**config.mk**
```make
export PLATFORM = sky130hd
export DESIGN_NAME = bldc_drive
export DESIGN_NICKNAME = d
export VERILOG_FILES = /design/src/common/motor_pkg.sv /design/src/common/pwm_pkg.sv /design/src/commutation/phase_angle.sv /design/src/commutation/duty_sequencer.sv /design/src/verilog/shift_add_multiplier.sv /design/src/pwm/pwm_modulator.sv /design/src/pwm/gate_driver.sv /design/src/verilog/bldc_drive.sv
export SDC_FILE = /design/constraint.sdc
export NUM_CORES = 1
export LEC_CHECK = 0
export BUFFER_PORTS_ARGS = -buffer_cell sky130_fd_sc_hd__buf_2
export CORE_UTILIZATION = 48
export DETAILED_ROUTE_END_ITERATION = 10
export PLACE_DENSITY = 0.75
export SETUP_SLACK_MARGIN = 0.3
export SLEW_MARGIN = 20
export SYNTH_ARGS = -nofsm -noshare
export SYNTH_HDL_FRONTEND = slang
export SYNTH_SLANG_ARGS = --single-unit
```
**constraint.sdc**
```tcl
create_clock -name clk -period 6.75 [get_ports clk]
set_clock_uncertainty 0.15 [all_clocks]
set_input_delay 0.3375 -clock clk [delete_from_list [all_inputs] [get_ports clk]]
set_output_delay 0.3375 -clock clk [all_outputs]
set_load 0.05 [all_outputs]
```
**src/common/motor_pkg.sv**
```systemverilog
`default_nettype none

package motor_pkg;

    typedef enum logic [1:0] {
        drive_run       = 2'd0,
        drive_calibrate = 2'd1, // lead forced to zero, used to find the offset
        drive_test      = 2'd2  // indices follow offset only
    } drive_mode_e;

    localparam int table_len      = 64;
    localparam int angle_w        = 6;
    localparam int lead_angle     = 16; // quarter period
    localparam int phase_v_offset = 21;
    localparam int phase_w_offset = 42;
    localparam int volt_max       = 100; // percent of full voltage

    // one electrical period, offset so that the midpoint is 127
    localparam logic [7:0] sine_tbl [table_len] = '{
        8'd127, 8'd139, 8'd151, 8'd163, 8'd175, 8'd186, 8'd197, 8'd207,
        8'd216, 8'd225, 8'd232, 8'd239, 8'd244, 8'd248, 8'd251, 8'd253,
        8'd255, 8'd253, 8'd251, 8'd248, 8'd244, 8'd239, 8'd232, 8'd225,
        8'd216, 8'd207, 8'd197, 8'd186, 8'd175, 8'd163, 8'd151, 8'd139,
        8'd127, 8'd114, 8'd102, 8'd90,  8'd78,  8'd67,  8'd56,  8'd46,
        8'd37,  8'd28,  8'd21,  8'd14,  8'd9,   8'd5,   8'd2,   8'd0,
        8'd0,   8'd0,   8'd2,   8'd5,   8'd9,   8'd14,  8'd21,  8'd28,
        8'd37,  8'd46,  8'd56,  8'd67,  8'd78,  8'd90,  8'd102, 8'd114
    };

    function automatic logic [7:0] sine_value(input logic [angle_w-1:0] idx);
        return sine_tbl[idx];
    endfunction

endpackage

`default_nettype wire

```
**src/common/pwm_pkg.sv**
```systemverilog
`default_nettype none

package pwm_pkg;

    // gate pattern selection for the output stage
    typedef enum logic [1:0] {
        pwm_complementary  = 2'd0, // high and low side driven as a pair
        pwm_block_low      = 2'd1, // pwm high side, static low side
        pwm_block_switched = 2'd2, // both sides modulated in their regions
        pwm_block_sync     = 2'd3  // synchronous rectification in upper region
    } pwm_mode_e;

    localparam int duty_w = 8;

endpackage

`default_nettype wire

```
**src/commutation/phase_angle.sv**
```systemverilog
`timescale 1ns/1ns
`default_nettype none

module phase_angle #(
    parameter int fb_shift = 4
) (
    input  wire                                 clk,
    input  wire                                 arst_n,
    input  wire motor_pkg::drive_mode_e         mode,
    input  wire signed [15:0]                   velocity,
    input  wire signed [7:0]                    offset,
    input  wire [15:0]                          feedback,
    output logic [motor_pkg::angle_w-1:0]       idx_u,
    output logic [motor_pkg::angle_w-1:0]       idx_v,
    output logic [motor_pkg::angle_w-1:0]       idx_w,
    output logic [7:0]                          volt
);

    logic [motor_pkg::angle_w-1:0] fb_idx;
    logic [motor_pkg::angle_w-1:0] off_idx;
    logic [motor_pkg::angle_w-1:0] lead;
    logic [motor_pkg::angle_w-1:0] base_idx;
    logic [15:0]                   vel_mag;
    logic [7:0]                    volt_clip;

    assign fb_idx  = motor_pkg::angle_w'(feedback >> fb_shift);
    assign off_idx = offset[motor_pkg::angle_w-1:0]; // low bits wrap modulo the table

    always_comb begin
        if (mode == motor_pkg::drive_calibrate || velocity == 16'sd0) begin
            lead = '0;
        end else if (velocity > 16'sd0) begin
            lead = motor_pkg::angle_w'(motor_pkg::lead_angle);
        end else begin
            lead = motor_pkg::angle_w'(-motor_pkg::lead_angle);
        end
    end

    // test mode ignores the rotor position
    assign base_idx = (mode == motor_pkg::drive_test) ? off_idx
                                                      : fb_idx + off_idx + lead;

    assign vel_mag   = velocity[15] ? 16'(-velocity) : 16'(velocity);
    assign volt_clip = (vel_mag > 16'(motor_pkg::volt_max)) ? 8'(motor_pkg::volt_max)
                                                            : vel_mag[7:0];

    always_ff @(posedge clk or negedge arst_n) begin
        if (!arst_n) begin
            idx_u <= '0;
            idx_v <= '0;
            idx_w <= '0;
            volt  <= '0;
        end else begin
            idx_u <= base_idx;
            idx_v <= base_idx + motor_pkg::angle_w'(motor_pkg::phase_v_offset);
            idx_w <= base_idx + motor_pkg::angle_w'(motor_pkg::phase_w_offset);
            volt  <= volt_clip;
        end
    end

endmodule

`default_nettype wire

```
**src/commutation/duty_sequencer.sv**
```systemverilog
`timescale 1ns/1ns
`default_nettype none

module duty_sequencer (
    input  wire                              clk,
    input  wire                              arst_n,
    input  wire [motor_pkg::angle_w-1:0]     idx_u,
    input  wire [motor_pkg::angle_w-1:0]     idx_v,
    input  wire [motor_pkg::angle_w-1:0]     idx_w,
    input  wire [7:0]                        volt,
    input  wire [15:0]                       mul_prod,
    input  wire                              mul_ack,
    output logic [7:0]                       mul_a,
    output logic [7:0]                       mul_b,
    output logic                             mul_req,
    output logic [pwm_pkg::duty_w-1:0]       duty_u,
    output logic [pwm_pkg::duty_w-1:0]       duty_v,
    output logic [pwm_pkg::duty_w-1:0]       duty_w,
    output logic                             duty_strobe
);

    localparam logic [1:0] hs_request = 2'd0;
    localparam logic [1:0] hs_wait    = 2'd1;
    localparam logic [1:0] hs_release = 2'd2;

    localparam logic [1:0] sel_u = 2'd0;
    localparam logic [1:0] sel_v = 2'd1;
    localparam logic [1:0] sel_w = 2'd2;

    logic [1:0]                    hs_state;
    logic [1:0]                    sel;
    logic [motor_pkg::angle_w-1:0] cur_idx;
    logic [pwm_pkg::duty_w-1:0]    quot;

    always_comb begin
        case (sel)
            sel_u:   cur_idx = idx_u;
            sel_v:   cur_idx = idx_v;
            default: cur_idx = idx_w;
        endcase
    end

    // sine * percent / 100, at most 255
    assign quot = pwm_pkg::duty_w'(mul_prod / 16'd100);

    // operands settle on the same edge that raises req
    always_ff @(posedge clk) begin
        if (hs_state == hs_request) begin
            mul_a <= motor_pkg::sine_value(cur_idx);
            mul_b <= volt;
        end
    end

    always_ff @(posedge clk or negedge arst_n) begin
        if (!arst_n) begin
            hs_state    <= hs_request;
            sel         <= sel_u;
            mul_req     <= 1'b0;
            duty_u      <= '0;
            duty_v      <= '0;
            duty_w      <= '0;
            duty_strobe <= 1'b0;
        end else begin
            duty_strobe <= 1'b0;
            case (hs_state)
                hs_request: begin
                    mul_req  <= 1'b1;
                    hs_state <= hs_wait;
                end
                hs_wait: begin
                    if (mul_ack) begin
                        mul_req  <= 1'b0;
                        hs_state <= hs_release;
                        case (sel)
                            sel_u: begin
                                duty_u <= quot;
                                sel    <= sel_v;
                            end
                            sel_v: begin
                                duty_v <= quot;
                                sel    <= sel_w;
                            end
                            default: begin
                                duty_w      <= quot;
                                duty_strobe <= 1'b1; // round complete
                                sel         <= sel_u;
                            end
                        endcase
                    end
                end
                hs_release: begin
                    if (!mul_ack) hs_state <= hs_request; // ack gone, next phase may start
                end
                default: hs_state <= hs_request;
            endcase
        end
    end

endmodule

`default_nettype wire

```
**src/verilog/shift_add_multiplier.sv**
```systemverilog
`timescale 1ns/1ns
`default_nettype none

module shift_add_multiplier (
    input  wire         clk,
    input  wire         arst_n,
    input  wire [7:0]   a,
    input  wire [7:0]   b,
    input  wire         req,
    output logic [15:0] prod,
    output logic        ack
);

    localparam logic [1:0] st_idle    = 2'd0;
    localparam logic [1:0] st_shift   = 2'd1;
    localparam logic [1:0] st_present = 2'd2;
    localparam logic [1:0] st_hold    = 2'd3;

    logic [1:0]  state;
    logic [2:0]  bit_cnt;
    logic [7:0]  a_sh;
    logic [15:0] b_sh;
    logic [15:0] acc;

    // datapath, one bit of a per clock
    always_ff @(posedge clk) begin
        if (state == st_idle && req) begin
            a_sh <= a;
            b_sh <= {8'd0, b};
            acc  <= '0;
        end else if (state == st_shift) begin
            if (a_sh[0]) acc <= acc + b_sh;
            a_sh <= a_sh >> 1;
            b_sh <= b_sh << 1;
        end
        if (state == st_present) prod <= acc;
    end

    always_ff @(posedge clk or negedge arst_n) begin
        if (!arst_n) begin
            state   <= st_idle;
            bit_cnt <= '0;
            ack     <= 1'b0;
        end else begin
            case (state)
                st_idle: begin
                    bit_cnt <= '0;
                    if (req) state <= st_shift;
                end
                st_shift: begin
                    bit_cnt <= bit_cnt + 3'd1;
                    if (bit_cnt == 3'd7) state <= st_present; // eight partial products done
                end
                st_present: begin
                    ack   <= 1'b1;
                    state <= st_hold;
                end
                default: begin
                    if (!req) begin
                        ack   <= 1'b0;
                        state <= st_idle;
                    end
                end
            endcase
        end
    end

endmodule

`default_nettype wire

```
**src/pwm/pwm_modulator.sv**
```systemverilog
`timescale 1ns/1ns
`default_nettype none

module pwm_modulator #(
    parameter int carrier_div = 9
) (
    input  wire                            clk,
    input  wire                            arst_n,
    input  wire [pwm_pkg::duty_w-1:0]      duty_u,
    input  wire [pwm_pkg::duty_w-1:0]      duty_v,
    input  wire [pwm_pkg::duty_w-1:0]      duty_w,
    output logic                           ph_u,
    output logic                           ph_v,
    output logic                           ph_w
);

    localparam int presc_w = (carrier_div > 0) ? $clog2(carrier_div + 1) : 1;
    localparam logic [pwm_pkg::duty_w-1:0] carrier_top = 254; // 255 steps per period

    logic [presc_w-1:0]         presc;
    logic                       tick;
    logic [pwm_pkg::duty_w-1:0] carrier;

    assign tick = (presc == presc_w'(carrier_div));

    // clock enable for the carrier, no derived clock
    always_ff @(posedge clk or negedge arst_n) begin
        if (!arst_n) begin
            presc <= '0;
        end else if (tick) begin
            presc <= '0;
        end else begin
            presc <= presc + 1'b1;
        end
    end

    always_ff @(posedge clk or negedge arst_n) begin
        if (!arst_n) begin
            carrier <= '0;
        end else if (tick) begin
            carrier <= (carrier == carrier_top) ? '0 : carrier + 1'b1;
        end
    end

    // duty 0 never beats the counter, duty 255 always does
    always_ff @(posedge clk or negedge arst_n) begin
        if (!arst_n) begin
            ph_u <= 1'b0;
            ph_v <= 1'b0;
            ph_w <= 1'b0;
        end else begin
            ph_u <= (carrier < duty_u);
            ph_v <= (carrier < duty_v);
            ph_w <= (carrier < duty_w);
        end
    end

endmodule

`default_nettype wire

```
**src/pwm/gate_driver.sv**
```systemverilog
`timescale 1ns/1ns
`default_nettype none

module gate_driver #(
    parameter pwm_pkg::pwm_mode_e gate_mode = pwm_pkg::pwm_complementary
) (
    input  wire                          enable,
    input  wire                          ph_u,
    input  wire                          ph_v,
    input  wire                          ph_w,
    input  wire [motor_pkg::angle_w-1:0] idx_u,
    input  wire [motor_pkg::angle_w-1:0] idx_v,
    input  wire [motor_pkg::angle_w-1:0] idx_w,
    output logic                         u_p,
    output logic                         v_p,
    output logic                         w_p,
    output logic                         u_n,
    output logic                         v_n,
    output logic                         w_n
);

    localparam logic [7:0] upper_min = 8'd195;
    localparam logic [7:0] lower_max = 8'd65;

    logic [2:0] ph;
    logic [2:0] upper;
    logic [2:0] lower;
    logic [2:0] hi_side;
    logic [2:0] lo_side;

    // bit order is w, v, u
    assign ph    = {ph_w, ph_v, ph_u};
    assign upper = {motor_pkg::sine_value(idx_w) > upper_min,
                    motor_pkg::sine_value(idx_v) > upper_min,
                    motor_pkg::sine_value(idx_u) > upper_min};
    assign lower = {motor_pkg::sine_value(idx_w) < lower_max,
                    motor_pkg::sine_value(idx_v) < lower_max,
                    motor_pkg::sine_value(idx_u) < lower_max};

    always_comb begin
        case (gate_mode)
            pwm_pkg::pwm_block_low: begin
                hi_side = ph & upper;
                lo_side = lower;
            end
            pwm_pkg::pwm_block_switched: begin
                hi_side = ph & upper;
                lo_side = ~ph & lower;
            end
            pwm_pkg::pwm_block_sync: begin
                hi_side = ph & upper;
                lo_side = lower | (~ph & upper); // low side conducts in the off time
            end
            default: begin
                hi_side = ph;
                lo_side = ~ph;
            end
        endcase
    end

    assign {w_p, v_p, u_p} = enable ? hi_side : 3'b000;
    assign {w_n, v_n, u_n} = enable ? lo_side : 3'b000;

endmodule

`default_nettype wire

```
**src/verilog/bldc_drive.sv**
```systemverilog
`timescale 1ns/1ns
`default_nettype none

module bldc_drive #(
    parameter int                 fb_shift    = 4,
    parameter int                 carrier_div = 9,
    parameter pwm_pkg::pwm_mode_e gate_mode   = pwm_pkg::pwm_complementary
) (
    input  wire                            clk,
    input  wire                            arst_n,
    input  wire                            enable,
    input  wire motor_pkg::drive_mode_e    mode,
    input  wire signed [15:0]              velocity,
    input  wire signed [7:0]               offset,
    input  wire [15:0]                     feedback,
    output logic [pwm_pkg::duty_w-1:0]     duty_u,
    output logic [pwm_pkg::duty_w-1:0]     duty_v,
    output logic [pwm_pkg::duty_w-1:0]     duty_w,
    output logic                           duty_strobe,
    output logic                           en,
    output logic                           u_p,
    output logic                           v_p,
    output logic                           w_p,
    output logic                           u_n,
    output logic                           v_n,
    output logic                           w_n
);

    logic [motor_pkg::angle_w-1:0] idx_u;
    logic [motor_pkg::angle_w-1:0] idx_v;
    logic [motor_pkg::angle_w-1:0] idx_w;
    logic [7:0]                    volt;
    logic [7:0]                    mul_a;
    logic [7:0]                    mul_b;
    logic                          mul_req;
    logic [15:0]                   mul_prod;
    logic                          mul_ack;
    logic                          ph_u;
    logic                          ph_v;
    logic                          ph_w;

    assign en = enable;

    phase_angle #(.fb_shift(fb_shift)) phase_angle_i (
        .clk(clk), .arst_n(arst_n), .mode(mode), .velocity(velocity), .offset(offset),
        .feedback(feedback), .idx_u(idx_u), .idx_v(idx_v), .idx_w(idx_w), .volt(volt)
    );

    duty_sequencer duty_sequencer_i (
        .clk(clk), .arst_n(arst_n), .idx_u(idx_u), .idx_v(idx_v), .idx_w(idx_w),
        .volt(volt), .mul_prod(mul_prod), .mul_ack(mul_ack), .mul_a(mul_a), .mul_b(mul_b),
        .mul_req(mul_req), .duty_u(duty_u), .duty_v(duty_v), .duty_w(duty_w),
        .duty_strobe(duty_strobe)
    );

    shift_add_multiplier shift_add_multiplier_i (
        .clk(clk), .arst_n(arst_n), .a(mul_a), .b(mul_b), .req(mul_req),
        .prod(mul_prod), .ack(mul_ack)
    );

    pwm_modulator #(.carrier_div(carrier_div)) pwm_modulator_i (
        .clk(clk), .arst_n(arst_n), .duty_u(duty_u), .duty_v(duty_v), .duty_w(duty_w),
        .ph_u(ph_u), .ph_v(ph_v), .ph_w(ph_w)
    );

    gate_driver #(.gate_mode(gate_mode)) gate_driver_i (
        .enable(enable), .ph_u(ph_u), .ph_v(ph_v), .ph_w(ph_w),
        .idx_u(idx_u), .idx_v(idx_v), .idx_w(idx_w),
        .u_p(u_p), .v_p(v_p), .w_p(w_p), .u_n(u_n), .v_n(v_n), .w_n(w_n)
    );

endmodule

`default_nettype wire

```
==> reports/metrics.cfg <==
[drt]
via_count = 8158
dr.pass1.iters = 5
routed_wirelength_um = 20600
drc = 0
wl_per_cell_um = 14.0
routed_via_density = 5.57
antenna_left = 0
drt_iter0_drc = 498

[worst_setup_path]
crit_start = shift_add_multiplier_i.prod[14]
r2r_start = shift_add_multiplier_i.prod[14]
cp-end-kind = flop
cp-start-kind = flop
r2r_end = duty_sequencer_i.duty_w[0]
cpPeakStageDelay_ns = 0.54
rrSetupSlack_ns = 0.53
path_max_fanout = 17
crit_slowest_cell = or4_4
worst-path-buf-inv = 1
crit_end = duty_sequencer_i.duty_w[0]
crit_family = compound AO/OA/AOI/OAI gates
critPathArrivalTime_ns = 6.42
worstPathCellList = buf_4, or3b_1, o21a_1, o32a_1, a311o_1, mux4_2, o311ai_4, o21ai_2, a211o_4, a31o_1, or3_4, nand3_1, a21boi_1, or4_4, a31oi_4, nor2_2, maj3_2, o221ai_1, and3b_2, mux2_2, a2bb2oi_1
worst-path-stages = 21
worst_ep_required_time_ns = 6.95
reg2reg_depth = 21
critPathKind = flop to flop

[global_route]
grt_pass1_wl_um = 33300
antenna_found_initial = 0
grt_max_degree = 77
overflow = 0
grt_use_total = 0.198
grt_pass1_vias = 7228

[die]
dieWidth_um = 145
die_area_um2 = 21000
ios = 77
num_rows = 51
die_h_um = 145
start_util = 0.497
coreArea_um2 = 19700

[power]
p_int_uw = 2030
seqPwrFrac = 0.369
p_sw_frac = 0.365
p_per_area_nw_per_um2 = 285
clkPwrFrac = 0.305
p_leak_uw = 0.00497
peakVddDrop_uv = 147
p_switching_uw = 1170
combPwrFrac = 0.326

[final_layout]
final_cell_mix = nand2_1 (148), nor2_1 (97), o21ai_0 (85)
n_antenna_cell = 0
final_common_cell = nand2_1
final_core_util = 0.570
area.growth.synth_to_final_pct = 14.8
final_nets = 1297
drive_gt1_frac = 0.153
stdcell_count = 1464
stdcell_area_um2 = 11200
n_fill_cell = 1721

[synth]
synth_compound_area_frac = 0.218
yosysSeqAreaShare = 0.384
syn-instance-count = 1115
ys.flop_type = dfrtp_1
synth_xor_area_frac = 0.0410
synth_top_cell_area_share = 0.194
synth_nets = 1226
yosysTopAreaCell = dfrtp_1
synth_area_um2 = 9790
yosysUniqueCellTypes = 102
synth_edf_count = 46
netlist_top_cells_area = dfrtp_1 (19%), edfxtp_1 (14%), ha_1 (8.1%)
synth_top_family_by_area = compound AO/OA/AOI/OAI gates
ys_warn_count = 0
synth_fa_ha_area_frac = 0.0878
async_reset_ff_frac = 0.521
synth.avg_cell_area_um2 = 8.78
synth-simple-area-share = 0.183
ys_ff_latch = 146
synthMuxAreaShare = 0.0339

[clock_network]
root_buffer = clkbuf_16
path_clk_slew_ns = 0.06
clk_latency_ns = 0.43
htree_levels = 4
cts_tree = built
ctsLongestPathBuffers = 2
clock-sinks = 146
numCtsBuffers = 17

[timing]
finalCriticalPeriod_ns = 6.22
worst_pin_slew_ns = 0.788
fmax_mhz = 161
finalHoldViolCount = 0
setup_viol = 0
tns_ns = 0
relSlewSlack = 0.475
finalCritPeriodShare = 0.922
rsz0062_at_grt = false
whs_ns = 0.0151
final-max-slew-violation-count = 0

[hold_path]
hp-class = primary input to flop

[placement]
placed_cells = 1408
hpwl_um = 14300
io_buffers = 64
gp_congestion = 0.907
dpl_cell_area_um2 = 10300

[outcome]
outcome = finished clean

[run]
drv_cap = 0

-- power groups by stage --
| stage | sequential [µW] | clock, µW | combinational, µW |
|---|---|---|---|
| after CTS | 1180 | 993 | 1050 |
| after floorplan | 1430 | 0 | 562 |
| after global routing | 1200 | 1030 | 1160 |
| after detailed placement | 1200 | 0 | 1040 |
| after global placement | 1190 | 0 | 1010 |
| final | 1180 | 976 | 1040 |
-- worst min-delay path by stage --
| stage | cells after the start | end | from |
|---|---|---|---|
| finish | 2 | phase_angle_i.idx_w[1] | offset[1] |
| global route | 2 | phase_angle_i.idx_w[1] | offset[1] |
| CTS | 2 | phase_angle_i.idx_w[1] | offset[1] |
| detailed placement | 0 | duty_sequencer_i.mul_b[0] | phase_angle_i.volt[0] |
| global placement | 0 | duty_sequencer_i.mul_b[7] | phase_angle_i.volt[7] |
| floorplan | 0 | duty_sequencer_i.duty_strobe | arst_n |
-- registers in the layout, summed over array words and instances, names as in the netlist, 3 cells and up --
register,flops
shift_add_multiplier_i.acc,16
duty_sequencer_i.duty_w,8
phase_angle_i.idx_u,6
shift_add_multiplier_i.a_sh,8
duty_sequencer_i.mul_a,8
pwm_modulator_i.presc,4
shift_add_multiplier_i.prod,14
duty_sequencer_i.duty_u,8
phase_angle_i.idx_v,6
phase_angle_i.volt,8
phase_angle_i.idx_w,5
shift_add_multiplier_i.bit_cnt,3
shift_add_multiplier_i.b_sh,16
pwm_modulator_i.carrier,8
duty_sequencer_i.mul_b,8
duty_sequencer_i.duty_v,8
-- final cells by class --
class                           instances  area (µm²)  share of cell area
Sequential cell                       146        3760               0.335
Clock inverter                         12         154              0.0137
Tap cell                              265         332              0.0295
Multi-Input combinational cell        847        5640               0.501
Timing Repair Buffer                  104         627              0.0558
Inverter                               70         263              0.0234
Clock buffer                           20         468              0.0416
-- Yosys cell counts (all sizes together) (17+ instances only) --
library cell	instances
a21oi	78
buf	21
clkbuf	31
dfrtp	76
dfxtp	24
edfxtp	46
ha	63
inv	70
mux2i	23
nand2	148
nand3	23
nor2	98
nor2b	17
nor3	17
o21ai	92
xnor2	31
-- timing repair --
action | 4_1_cts | 5_1_grt
resized for setup | 1 | 19
pin swaps | 0 | 3
hold buffers | 1 | 0
endpoints found under the hold margin | 76 | 0
setup endpoints to repair | 3 | 6
buffers inserted | 1 | 22
-- per-stage QoR --
stage	worst slack (ns)	total power, µW
after floorplan	0.996	1990
after global placement	0.355	2200
after detailed placement	0.254	2240
after CTS	0.310	3220
after global routing	0.309	3390
final	0.529	3200
-- cell families (layout without fill, tap and decap cells) --
family,Yosys count,after routing
buffers and inverters,122,206
multiplexers,31,31
XOR/XNOR,45,45
flip-flops,146,146
AND/OR/NAND/NOR,383,383
AO/OA/AOI/OAI,320,320
other,1,1
adder cells (fa/ha/maj),67,67
-- layer usage --
layer / part of all wire / vias to the layer above / global-route usage
li1: - / 4141 / -
met1: 0.45 / 3757 / 0.250
met2: 0.49 / 229 / 0.338
met3: 0.044 / 31 / 0.0378
met4: 0.017 / 0 / 0.0659
met5: 0 / - / 0
-- worst reg2reg max path, delay by kind of cell (launching register included) --
family	cells	cell delay [ns]
AOI/OAI and AO/OA	11	2.36
adders and majority gates	1	0.33
buffers and inverters	1	0.24
DFF	1	0.50
muxes	2	0.88
and+or+nand+nor	6	1.70
No activity file was read; power rests on OpenSTA's default activity.
